===== config.mk =====
export PLATFORM = sky130hd
export DESIGN_NAME = bit_corr_top
export DESIGN_NICKNAME = d
export VERILOG_FILES = /design/src/rtl/corr_pkg.sv /design/src/rtl/bit_corr_top.sv /design/src/rtl/lane_packer.sv /design/src/rtl/bit_corr_core.sv /design/src/rtl/lane_serializer.sv /design/src/rtl/corr_regs.sv
export SDC_FILE = /design/constraint.sdc
export NUM_CORES = 1
export LEC_CHECK = 0
export ABC_AREA = 1
export BUFFER_PORTS_ARGS = -buffer_cell sky130_fd_sc_hd__buf_2
export CAP_MARGIN = 5
export CORE_ASPECT_RATIO = 1.1
export CORE_MARGIN = 3
export CORE_UTILIZATION = 42
export CTS_BUF_LIST = sky130_fd_sc_hd__clkbuf_4 sky130_fd_sc_hd__clkbuf_8 sky130_fd_sc_hd__clkbuf_16
export DETAILED_ROUTE_END_ITERATION = 7
export PLACE_DENSITY = 0.58
export RECOVER_POWER = 50
export SYNTH_ARGS = -nofsm -noshare
export SYNTH_HDL_FRONTEND = slang
export SYNTH_SLANG_ARGS = --single-unit

===== constraint.sdc =====
create_clock -name clk -period 7.8 [get_ports clk]
set_input_delay 0.78 -clock clk [delete_from_list [all_inputs] [get_ports clk]]
set_output_delay 0.78 -clock clk [all_outputs]
set_load 0.1 [all_outputs]

===== src/rtl/corr_pkg.sv =====
// widths, typedefs, register map and stream structs
// shared by the correlator pipeline and its register block
`default_nettype none

package corr_pkg;

  //////////////////////////////
  // widths
  //////////////////////////////

  localparam int NUM_LANES = 4;
  localparam int SAMPLE_W  = 6;
  localparam int CORR_LEN  = 8;
  // 8 taps times a magnitude of 32 fits easily
  localparam int ACC_W     = 12;
  localparam int LANE_W    = $clog2(NUM_LANES);
  localparam int ADDR_W    = 4;
  localparam int DATA_W    = 32;

  typedef logic signed [SAMPLE_W-1:0] sample_t;
  typedef logic signed [ACC_W-1:0]    acc_t;
  typedef logic [CORR_LEN-1:0]        taps_t;
  typedef logic [LANE_W-1:0]          lane_t;
  typedef logic [NUM_LANES-1:0]       hit_mask_t;
  typedef logic [15:0]                hit_count_t;

  //////////////////////////////
  // register map
  //////////////////////////////

  localparam logic [ADDR_W-1:0] REG_TAPS   = 4'h0;
  localparam logic [ADDR_W-1:0] REG_THRESH = 4'h4;
  localparam logic [ADDR_W-1:0] REG_HITS   = 4'h8;

  localparam taps_t TAPS_RESET   = '1;
  localparam acc_t  THRESH_RESET = {1'b0, {(ACC_W-1){1'b1}}};

  localparam logic [1:0] RESP_OKAY   = 2'b00;
  localparam logic [1:0] RESP_SLVERR = 2'b10;

  //////////////////////////////
  // stream payloads
  //////////////////////////////

  // lane 0 sits in the lowest bits
  typedef struct packed {
    sample_t [NUM_LANES-1:0] samples;
  } in_beat_t;

  typedef struct packed {
    taps_t   taps;
    logic    last;
    lane_t   lane;
    sample_t sample;
  } lane_item_t;

  typedef struct packed {
    logic  last;
    lane_t lane;
    acc_t  acc;
  } lane_sum_t;

  typedef struct packed {
    hit_mask_t            hit_mask;
    acc_t [NUM_LANES-1:0] sums;
  } out_beat_t;

  // axi4-lite channel bundles
  typedef struct packed {
    logic              awvalid;
    logic [ADDR_W-1:0] awaddr;
    logic              wvalid;
    logic [DATA_W-1:0] wdata;
    logic              bready;
    logic              arvalid;
    logic [ADDR_W-1:0] araddr;
    logic              rready;
  } axil_req_t;

  typedef struct packed {
    logic              awready;
    logic              wready;
    logic              bvalid;
    logic [1:0]        bresp;
    logic              arready;
    logic              rvalid;
    logic [DATA_W-1:0] rdata;
    logic [1:0]        rresp;
  } axil_rsp_t;

endpackage

`default_nettype wire

===== src/rtl/bit_corr_top.sv =====
// top level: register block and the serializer, core
// and packer stream pipeline
`timescale 1ns/100ps
`default_nettype none

module bit_corr_top (
  input  logic                clk,
  input  logic                rst_n,
  input  corr_pkg::axil_req_t axil_req,
  output corr_pkg::axil_rsp_t axil_rsp,
  input  logic                s_valid,
  output logic                s_ready,
  input  corr_pkg::in_beat_t  s_data,
  output logic                m_valid,
  input  logic                m_ready,
  output corr_pkg::out_beat_t m_data
);

  corr_pkg::taps_t      taps;
  corr_pkg::acc_t       thresh;
  logic                 hit_beat;
  logic                 advance;
  logic                 item_valid;
  corr_pkg::lane_item_t item;
  logic                 sum_valid;
  corr_pkg::lane_sum_t  sum;

  corr_regs u_corr_regs (
    .clk      (clk),
    .rst_n    (rst_n),
    .axil_req (axil_req),
    .axil_rsp (axil_rsp),
    .hit_beat (hit_beat),
    .taps     (taps),
    .thresh   (thresh)
  );

  lane_serializer u_lane_serializer (
    .clk        (clk),
    .rst_n      (rst_n),
    .s_valid    (s_valid),
    .s_ready    (s_ready),
    .s_data     (s_data),
    .taps       (taps),
    .advance    (advance),
    .item_valid (item_valid),
    .item       (item)
  );

  bit_corr_core u_bit_corr_core (
    .clk        (clk),
    .rst_n      (rst_n),
    .item_valid (item_valid),
    .item       (item),
    .advance    (advance),
    .sum_valid  (sum_valid),
    .sum        (sum)
  );

  lane_packer u_lane_packer (
    .clk       (clk),
    .rst_n     (rst_n),
    .sum_valid (sum_valid),
    .sum       (sum),
    .thresh    (thresh),
    .advance   (advance),
    .hit_beat  (hit_beat),
    .m_valid   (m_valid),
    .m_ready   (m_ready),
    .m_data    (m_data)
  );

endmodule

`default_nettype wire


===== src/rtl/lane_packer.sv =====
// collects lane sums into an output beat with hit mask
// and owns the output register and back-pressure
`timescale 1ns/100ps
`default_nettype none

module lane_packer (
  input  logic                clk,
  input  logic                rst_n,
  input  logic                sum_valid,
  input  corr_pkg::lane_sum_t sum,
  input  corr_pkg::acc_t      thresh,
  output logic                advance,
  output logic                hit_beat,
  output logic                m_valid,
  input  logic                m_ready,
  output corr_pkg::out_beat_t m_data
);

  logic                                     take;
  logic                                     load;
  logic                                     complete;
  corr_pkg::acc_t [corr_pkg::NUM_LANES-1:0] sums_q;
  corr_pkg::hit_mask_t                      mask_q;

  // |s| >= t, one extra bit keeps the negation exact
  function automatic logic mag_hit(corr_pkg::acc_t s, corr_pkg::acc_t t);
    logic signed [corr_pkg::ACC_W:0] ext;
    ext = $signed({s[corr_pkg::ACC_W-1], s});
    if (ext < 0) begin
      ext = -ext;
    end
    return ext >= $signed({t[corr_pkg::ACC_W-1], t});
  endfunction

  // stall only with a finished beat and a full, waiting output
  assign advance = !(complete && m_valid && !m_ready);
  assign load    = complete && (!m_valid || m_ready);
  assign take    = sum_valid && advance;

  always_ff @(posedge clk) begin
    if (!rst_n) begin
      complete <= 1'b0;
    end else if (take) begin
      complete <= sum.last;
    end else if (load) begin
      complete <= 1'b0;
    end
  end

  always_ff @(posedge clk) begin
    if (take) begin
      sums_q[sum.lane] <= sum.acc;
      mask_q[sum.lane] <= mag_hit(sum.acc, thresh);
    end
  end

  //////////////////////////////
  // output register
  //////////////////////////////

  always_ff @(posedge clk) begin
    if (!rst_n) begin
      m_valid  <= 1'b0;
      hit_beat <= 1'b0;
    end else begin
      hit_beat <= load && (|mask_q);
      if (load) begin
        m_valid <= 1'b1;
      end else if (m_ready) begin
        m_valid <= 1'b0;
      end
    end
  end

  always_ff @(posedge clk) begin
    if (load) begin
      m_data.sums     <= sums_q;
      m_data.hit_mask <= mask_q;
    end
  end

endmodule

`default_nettype wire


===== src/rtl/bit_corr_core.sv =====
// per-lane sample history and a registered adder tree
// over +1/-1 taps, one lane per cycle
`timescale 1ns/100ps
`default_nettype none

module bit_corr_core (
  input  logic                 clk,
  input  logic                 rst_n,
  input  logic                 item_valid,
  input  corr_pkg::lane_item_t item,
  input  logic                 advance,
  output logic                 sum_valid,
  output corr_pkg::lane_sum_t  sum
);

  localparam int HIST_LEN = corr_pkg::CORR_LEN - 1;
  localparam int TREE_N   = 2 * corr_pkg::CORR_LEN - 1;

  logic take;

  // previous samples per lane, index 0 is x[n-1]
  corr_pkg::sample_t [HIST_LEN-1:0] hist [corr_pkg::NUM_LANES];

  corr_pkg::sample_t window [corr_pkg::CORR_LEN];
  corr_pkg::acc_t    terms  [corr_pkg::CORR_LEN];
  corr_pkg::acc_t    tree   [TREE_N];

  assign take = item_valid && advance;

  //////////////////////////////
  // sample history
  //////////////////////////////

  always_ff @(posedge clk) begin
    if (!rst_n) begin
      for (int l = 0; l < corr_pkg::NUM_LANES; l++) begin
        hist[l] <= '0;
      end
    end else if (take) begin
      hist[item.lane] <= {hist[item.lane][HIST_LEN-2:0], item.sample};
    end
  end

  // x[n] from the item, x[n-k] from the lane's history
  always_comb begin
    window[0] = item.sample;
    for (int k = 1; k < corr_pkg::CORR_LEN; k++) begin
      window[k] = hist[item.lane][k-1];
    end
  end

  //////////////////////////////
  // signed terms and tree
  //////////////////////////////

  // tap bit set gives +1, clear gives -1
  always_comb begin
    for (int k = 0; k < corr_pkg::CORR_LEN; k++) begin
      terms[k] = item.taps[k] ? corr_pkg::acc_t'(window[k])
                              : -corr_pkg::acc_t'(window[k]);
    end
  end

  // heap layout, leaves at the top half and the root in slot 0
  always_comb begin
    for (int i = 0; i < corr_pkg::CORR_LEN; i++) begin
      tree[corr_pkg::CORR_LEN - 1 + i] = terms[i];
    end
    for (int i = corr_pkg::CORR_LEN - 2; i >= 0; i--) begin
      tree[i] = tree[2*i + 1] + tree[2*i + 2];
    end
  end

  always_ff @(posedge clk) begin
    if (!rst_n) begin
      sum_valid <= 1'b0;
    end else if (advance) begin
      sum_valid <= item_valid;
    end
  end

  // output holds while advance is low
  always_ff @(posedge clk) begin
    if (take) begin
      sum.acc  <= tree[0];
      sum.lane <= item.lane;
      sum.last <= item.last;
    end
  end

endmodule

`default_nettype wire


===== src/rtl/lane_serializer.sv =====
// input stage: holds one beat and issues its lanes
// one per advancing cycle, tagged with lane and taps
`timescale 1ns/100ps
`default_nettype none

module lane_serializer (
  input  logic                 clk,
  input  logic                 rst_n,
  input  logic                 s_valid,
  output logic                 s_ready,
  input  corr_pkg::in_beat_t   s_data,
  input  corr_pkg::taps_t      taps,
  input  logic                 advance,
  output logic                 item_valid,
  output corr_pkg::lane_item_t item
);

  logic               busy;
  logic               last_lane;
  corr_pkg::lane_t    lane_q;
  corr_pkg::in_beat_t beat_q;
  corr_pkg::taps_t    taps_q;

  assign last_lane = (lane_q == corr_pkg::lane_t'(corr_pkg::NUM_LANES - 1));

  // accept when idle or while the last lane leaves
  assign s_ready = !busy || (last_lane && advance);

  always_ff @(posedge clk) begin
    if (!rst_n) begin
      busy   <= 1'b0;
      lane_q <= '0;
    end else if (s_valid && s_ready) begin
      busy   <= 1'b1;
      lane_q <= '0;
    end else if (busy && advance) begin
      if (last_lane) begin
        busy <= 1'b0;
      end
      lane_q <= lane_q + 1'b1;
    end
  end

  // taps are sampled with the beat
  always_ff @(posedge clk) begin
    if (s_valid && s_ready) begin
      beat_q <= s_data;
      taps_q <= taps;
    end
  end

  assign item_valid  = busy;
  assign item.taps   = taps_q;
  assign item.last   = last_lane;
  assign item.lane   = lane_q;
  assign item.sample = beat_q.samples[lane_q];

endmodule

`default_nettype wire


===== src/rtl/corr_regs.sv =====
// axi4-lite register block: tap pattern, hit threshold
// and a saturating counter of output beats with hits
`timescale 1ns/100ps
`default_nettype none

module corr_regs (
  input  logic                clk,
  input  logic                rst_n,
  input  corr_pkg::axil_req_t axil_req,
  output corr_pkg::axil_rsp_t axil_rsp,
  input  logic                hit_beat,
  output corr_pkg::taps_t     taps,
  output corr_pkg::acc_t      thresh
);

  logic                        wr_fire;
  logic                        wr_hit;
  logic                        rd_fire;
  logic                        bvalid;
  logic [1:0]                  bresp;
  logic                        rvalid;
  logic [corr_pkg::DATA_W-1:0] rdata;
  logic [1:0]                  rresp;
  logic [corr_pkg::DATA_W-1:0] rd_word;
  logic                        rd_known;
  corr_pkg::hit_count_t        hit_count;

  //////////////////////////////
  // write channel
  //////////////////////////////

  // aw and w are taken together, one write at a time
  assign wr_fire = axil_req.awvalid && axil_req.wvalid && !bvalid;

  assign wr_hit = (axil_req.awaddr == corr_pkg::REG_TAPS) ||
                  (axil_req.awaddr == corr_pkg::REG_THRESH) ||
                  (axil_req.awaddr == corr_pkg::REG_HITS);

  always_ff @(posedge clk) begin
    if (!rst_n) begin
      bvalid <= 1'b0;
      taps   <= corr_pkg::TAPS_RESET;
      thresh <= corr_pkg::THRESH_RESET;
    end else begin
      if (wr_fire) begin
        bvalid <= 1'b1;
        if (axil_req.awaddr == corr_pkg::REG_TAPS) begin
          taps <= axil_req.wdata[corr_pkg::CORR_LEN-1:0];
        end
        if (axil_req.awaddr == corr_pkg::REG_THRESH) begin
          thresh <= axil_req.wdata[corr_pkg::ACC_W-1:0];
        end
      end else if (axil_req.bready) begin
        bvalid <= 1'b0;
      end
    end
  end

  always_ff @(posedge clk) begin
    if (wr_fire) begin
      bresp <= wr_hit ? corr_pkg::RESP_OKAY : corr_pkg::RESP_SLVERR;
    end
  end

  // clearing write takes priority over a hit in the same cycle
  always_ff @(posedge clk) begin
    if (!rst_n) begin
      hit_count <= '0;
    end else if (wr_fire && axil_req.awaddr == corr_pkg::REG_HITS) begin
      hit_count <= '0;
    end else if (hit_beat && hit_count != '1) begin
      hit_count <= hit_count + 1'b1;
    end
  end

  //////////////////////////////
  // read channel
  //////////////////////////////

  assign rd_fire = axil_req.arvalid && !rvalid;

  always_comb begin
    rd_word  = '0;
    rd_known = 1'b1;
    case (axil_req.araddr)
      corr_pkg::REG_TAPS:   rd_word = corr_pkg::DATA_W'(taps);
      // threshold reads back sign extended
      corr_pkg::REG_THRESH: rd_word = corr_pkg::DATA_W'(thresh);
      corr_pkg::REG_HITS:   rd_word = corr_pkg::DATA_W'(hit_count);
      default:              rd_known = 1'b0;
    endcase
  end

  always_ff @(posedge clk) begin
    if (!rst_n) begin
      rvalid <= 1'b0;
    end else if (rd_fire) begin
      rvalid <= 1'b1;
    end else if (axil_req.rready) begin
      rvalid <= 1'b0;
    end
  end

  always_ff @(posedge clk) begin
    if (rd_fire) begin
      rdata <= rd_word;
      rresp <= rd_known ? corr_pkg::RESP_OKAY : corr_pkg::RESP_SLVERR;
    end
  end

  always_comb begin
    axil_rsp.awready = wr_fire;
    axil_rsp.wready  = wr_fire;
    axil_rsp.bvalid  = bvalid;
    axil_rsp.bresp   = bresp;
    axil_rsp.arready = !rvalid;
    axil_rsp.rvalid  = rvalid;
    axil_rsp.rdata   = rdata;
    axil_rsp.rresp   = rresp;
  end

endmodule

`default_nettype wire


### Yosys cells after proc, flatten, opt, wreduce, memory -nomap -nowiden

Memories as Yosys holds them, arrays and structs flattened. A register that Yosys moved wholly into a read port is not among the register bits.
Index checks and enable logic that the tools add are counted.

* bits in registers: 232
* bits in writable memories: 168
* input bits: 73
* output and inout port bits: 95
* logic and storage cells: 145
* memories: 1

Memories
* u_bit_corr_core.hist: words 4, bits a word 42, rd ports 1, clocked after memory_dff 1, wr ports 4, line bit_corr_core.sv:22 `corr_pkg::sample_t [HIST_LEN-1:0] hist [corr_pkg::NUM_LANES];`

* add/sub/neg operators: 18
* magnitude comparators: 5
* equal/unequal tests: 6
* multiplexer cells: 42
* bitwise logic cells: 1
* reduce and logical (&&, ||, !) cells: 40

Operator list (count)
* two-way mux 12 bit: 9
* negator 6 -> 12 bit: 8
* case mux 32 bit (3 select lines): 1
* adder 12 bit: 7
* bitwise mux 48 bit: 1
* two-way mux 42 bit: 1
* OR reduction 42 bit: 1
* two-way mux 13 bit: 2
* demux 12 bit (select 2 bit): 1
* two-way mux 1 bit: 18
* adder 16 x 1 -> 16 bit, second input constant: 1
* != test 16 bit, second input constant: 1
* logical AND 1 bit: 14
* greater-or-equal comparator 13 x 12 -> 1 bit: 1
* negator 12 -> 13 bit: 1
* binary-select mux 6 bit (select 2 bit): 1
* less-than comparator 12 x 1 -> 1 bit, second input constant: 1
* nonzero test 2 bit: 6
* two-way mux 2 bit: 5
* equality test 4 x 3 -> 1 bit, second input constant: 2
* equality test 4 bit, second input constant: 2
* zero test 4 bit: 2
* zero test 1 bit: 6
* less-than comparator 2 x 3 -> 1 bit, second input constant: 2
* other kinds (12): 18

### Depth between registers and ports, before layout

* depth after elaboration: 9
* gate-level depth with buffers: 28
* depth with buffers taken out: 26

### Modules after synthesis

From an unflattened synthesis, not the netlist that was laid out.

* cell total of the unflattened synthesis: 1836
* area total of the unflattened synthesis: 19203.4 um2

By module, submodules not included
* bit_corr_core: times used 1, cells an instance 1128, area an instance 11105.7 um2, seq. area each 5515.3 um2
* lane_packer: times used 1, cells an instance 245, area an instance 3920.0 um2, seq. area each 3183.1 um2
* corr_regs: times used 1, cells an instance 356, area an instance 2785.2 um2, seq. area each 1331.3 um2
* lane_serializer: times used 1, cells an instance 107, area an instance 1392.6 um2, seq. area each 1021.0 um2

### Worst setup path before layout

OpenSTA, ideal clock, no wires.

* path type: input to register
* start: input port m_ready
* end: memory u_bit_corr_core.hist[3][0] (netlist bit), enable pin
* library setup time: 505 ps
* arrival: 5166 ps
* required time: 7295 ps
* path slack: 2129 ps
* stages on the path: 6
* path buffers: 0
* cells stage by stage: inv_1 > nand2_1 > nor2_1 > nor2_1 > inv_1 > o31ai_1

RTL lines
* start: declaration: line bit_corr_top.sv:15 `input logic m_ready,`
* end: declaration: line bit_corr_core.sv:22

==> impl_metrics.yaml <==
layout:
  layout_common_cells: "nand2_1 (338), edfxtp_1 (338), inv_1 (204), nor2_1 (182), nand3_1 (87)"
  nets: 2015
  area.growth.synth_to_final_pct: 13.0
  layout-drive-gt1-share_pct: 9.79
  fin_util_pct: 48.3
clock_tree:
  cts_resized: 0
  clockRootBuffer: "clkbuf_16"
  cts_made_buffers: 41
  cts_buffer_depth: 3
  cts_setup_buffers: 0
  cts_hold_buf: 0
  clk_latency_ns: 0.56
  cts_tree: "done"
  cts_sinks: 385
  h-tree-depth: 2
  clkSlewWorstSetupHoldPaths_ns: 0.06
yosys:
  yosysWarnings: 0
  synth.area.top_cells: "edfxtp_1 (55%), nand2_1 (6.9%), fa_1 (6.8%), dfxtp_1 (5.1%), inv_1 (4.1%)"
  synth_top_area_share_pct: 54.5
  async_flop_share_pct: 0
  yosysTopAreaCell: "edfxtp_1"
  ys.flop_type: "edfxtp_1"
  yosysSeqAreaShare_pct: 59.6
  syn_area_per_cell_um2: 10.9
  ys_types: 49
  syn_inst: 1716
  synth-seq-cells: 385
  synthesis.area_um2: 18600
  synth_edf_count: 338
run_status:
  violations: "max-capacitance violations, max-slew violations"
  status: "finished with violations"
worst_setup_path:
  cp_top_family: "adder cells"
  crit_slowest_cell: "inv_2"
  cp.required_ns: 8.10
  cpMostUsedCell: "fa_1"
  reg2regPathDepth: 22
  cp-start-kind: "register"
  end_kind: "register"
  critPathMaxStageDelay_ns: 0.69
  path_buf_inv: 5
  rrSetupSlack_ns: 1.49
  timing_worst_setup_path_type: "register to register"
  path_max_fanout: 45
  cp_cell_sequence: "inv_2 -> buf_4 -> a21oi_1 -> a32o_1 -> ha_1 -> nand2_1 -> o21ai_0 -> fa_1 -> fa_1 -> inv_1 -> fa_1 -> fa_1 -> inv_1 -> ha_1 -> inv_1 -> fa_1 -> o21ai_0 -> a21o_1 -> a21oi_1 -> o21ai_0 -> a21oi_1 -> xor2_1"
  critPathArrivalTime_ns: 6.61
  r2r_end: "u_bit_corr_core.sum[10]$_DFFE_PP_"
global_route:
  grt_max_degree: 81
  met1_usage_pct: 23.5
  grt_pass1_vias: 12048
  antenna_found_initial: 1
  grt_pass1_wl_um: 65700
  use_met2_pct: 31.2
  grt_remaining_overflow: 0
  met3_usage_pct: 2.37
  busiest_layer: "met2"
  gr-usage-all-layers_pct: 18.1
floorplanning:
  core_um2: 43500
  io_pins: 168
  die_y_um: 227
  rows: 80
  initial_core_util_pct: 42.8
  die_area_um2: 46900
  die_w_um: 207
route:
  drtIter0Drc: 685
  routed_via_density: 5.00
  postRouteAntennaNets: 0
  finalWirelength_um: 41700
  vias: 12214
  drcViolationCount: 0
  dr.pass1.iters: 5
  wire_per_inst_um: 17.0
timing:
  period_needed_ns: 6.31
  max_freq_mhz: 158
  fin_skew_ns: 0.0144
  hold_viol_final: 0
  worst_pin_slew_ns: 2.13
  finalMaxSlewViolations: 95
  fin_worst_hold_slack_ns: 0.390
  max_slew_margin_pct: -42.9
  period_share_pct: 80.9
  rsz0062_at_grt: "false"
  fin_tns_setup_ns: 0
  setup_violations: 0
worst_hold_path:
  whs_path_depth: 1
  whs_endpoint: "u_lane_serializer.beat_q[10]$_DFFE_PP_"
  min_from: "s_data[10]"
  hold_path.class: "input pin to register"
power_and_ir_drop:
  leakagePower_nw: 8.36
  powerDensity_nw_per_um2: 327
  fin_total_pwr_w: 0.00689
  peakVddDrop_v: 0.000278
run:
  cap_violations: 4
placement:
  gp_congestion: 0.867
  dpl.hpwl_um: 28100
  port_buffers: 145
## final cells by class
cell class                      count  area, um^2
Sequential cell                   385       11100
Multi-Input combinational cell   1037        6290
Antenna cell                        1        2.50
Timing Repair Buffer              163         771
Clock inverter                     16         216
Clock buffer                       55        1150
Tap cell                          574         718
Fill cell                        4012       22500
Inverter                          214         807
## flip-flops by register name, summed over array words and instances, names as in the netlist, 2 cells and up, named ones only
name / count
u_bit_corr_core.hist: 168
u_lane_packer.m_data: 52
u_lane_packer.sums_q: 48
u_lane_serializer.beat_q: 24
u_corr_regs.rdata: 17
u_corr_regs.hit_count: 16
u_bit_corr_core.sum: 15
u_corr_regs.thresh: 12
u_corr_regs.taps: 8
u_lane_serializer.taps_q: 8
u_lane_packer.mask_q: 4
u_lane_serializer.lane_q: 2
## synthesized netlist by cell type, drive strengths merged, types with 2 or more instances
cell type,count
o21a,9
nand2,346
nand3,88
nor3,57
o221ai,9
o31ai,2
a21o,3
o22ai,4
a21oi,63
nand4,4
xnor2,11
buf,55
clkbuf,27
or2,3
o21ai,56
o311ai,2
edfxtp,338
a32o,7
dfxtp,47
a32oi,14
a211oi,4
o211ai,13
nor4,4
a31oi,6
fa,63
nor2,184
o21bai,2
xor2,39
inv,213
ha,37
## where the power goes
group | leakage [nW] | switching [W] | internal, W
clock | 0.678 | 0.000780 | 0.00118
combinational | 4.00 | 0.00143 | 0.000890
sequential | 3.68 | 0.0000910 | 0.00252
## stage by stage
| step | setup slack, ns | cells | instance area (um^2) |
|---|---|---|---|
| final | 1.49 | 2445 | 21000 |
| after global placement | 1.49 | 2373 | 19800 |
| after detailed placement | 1.43 | 2373 | 19800 |
| after CTS | 1.42 | 2444 | 21200 |
| after global routing | 1.03 | 2445 | 21000 |
| after floorplan | 2.13 | 1718 | 18600 |
## worst register-to-register path: cells and delay by family, from the launching register on
kind,cells,cell delay (ns)
adder cells (fa/ha/maj),7,2.96
AO/OA/AOI/OAI,8,1.32
buffers and inverters,5,1.25
flip-flops,1,0.32
XOR/XNOR,1,0.14
AND/OR/NAND/NOR,1,0.06
## kinds of logic after synthesis
kind of cell / after synthesis / share of synthesized area (%)
xor+xnor: 50 / 2.35
buf+inv: 296 / 6.91
flops: 385 / 59.6
compound gates: 195 / 6.66
simple gates: 689 / 15.2
other cells: 1 / 0.0201
fa+ha+maj: 100 / 9.26
## worst max path at each step
stage / slack [ns] / to / cells after the start
after floorplan: 2.13 / u_bit_corr_core.hist[3][0]$_DFFE_PP_ / 6
after global placement: 1.49 / u_bit_corr_core.sum[10]$_DFFE_PP_ / 22
after detailed placement: 1.43 / u_bit_corr_core.sum[10]$_DFFE_PP_ / 22
after global routing: 1.03 / u_bit_corr_core.sum[10]$_DFFE_PP_ / 23
final: 1.49 / u_bit_corr_core.sum[10]$_DFFE_PP_ / 22
after CTS: 1.42 / u_bit_corr_core.sum[10]$_DFFE_PP_ / 22
## per-layer routing
metal,vias to the layer above,wire [um],part of all wire (%)
li1,6000,-,-
met1,5864,18000,43
met2,281,20700,50
met3,69,1890,4.5
met4,0,1160,2.8
met5,-,0,0
Note: power is estimated with default switching activity, not from simulation.
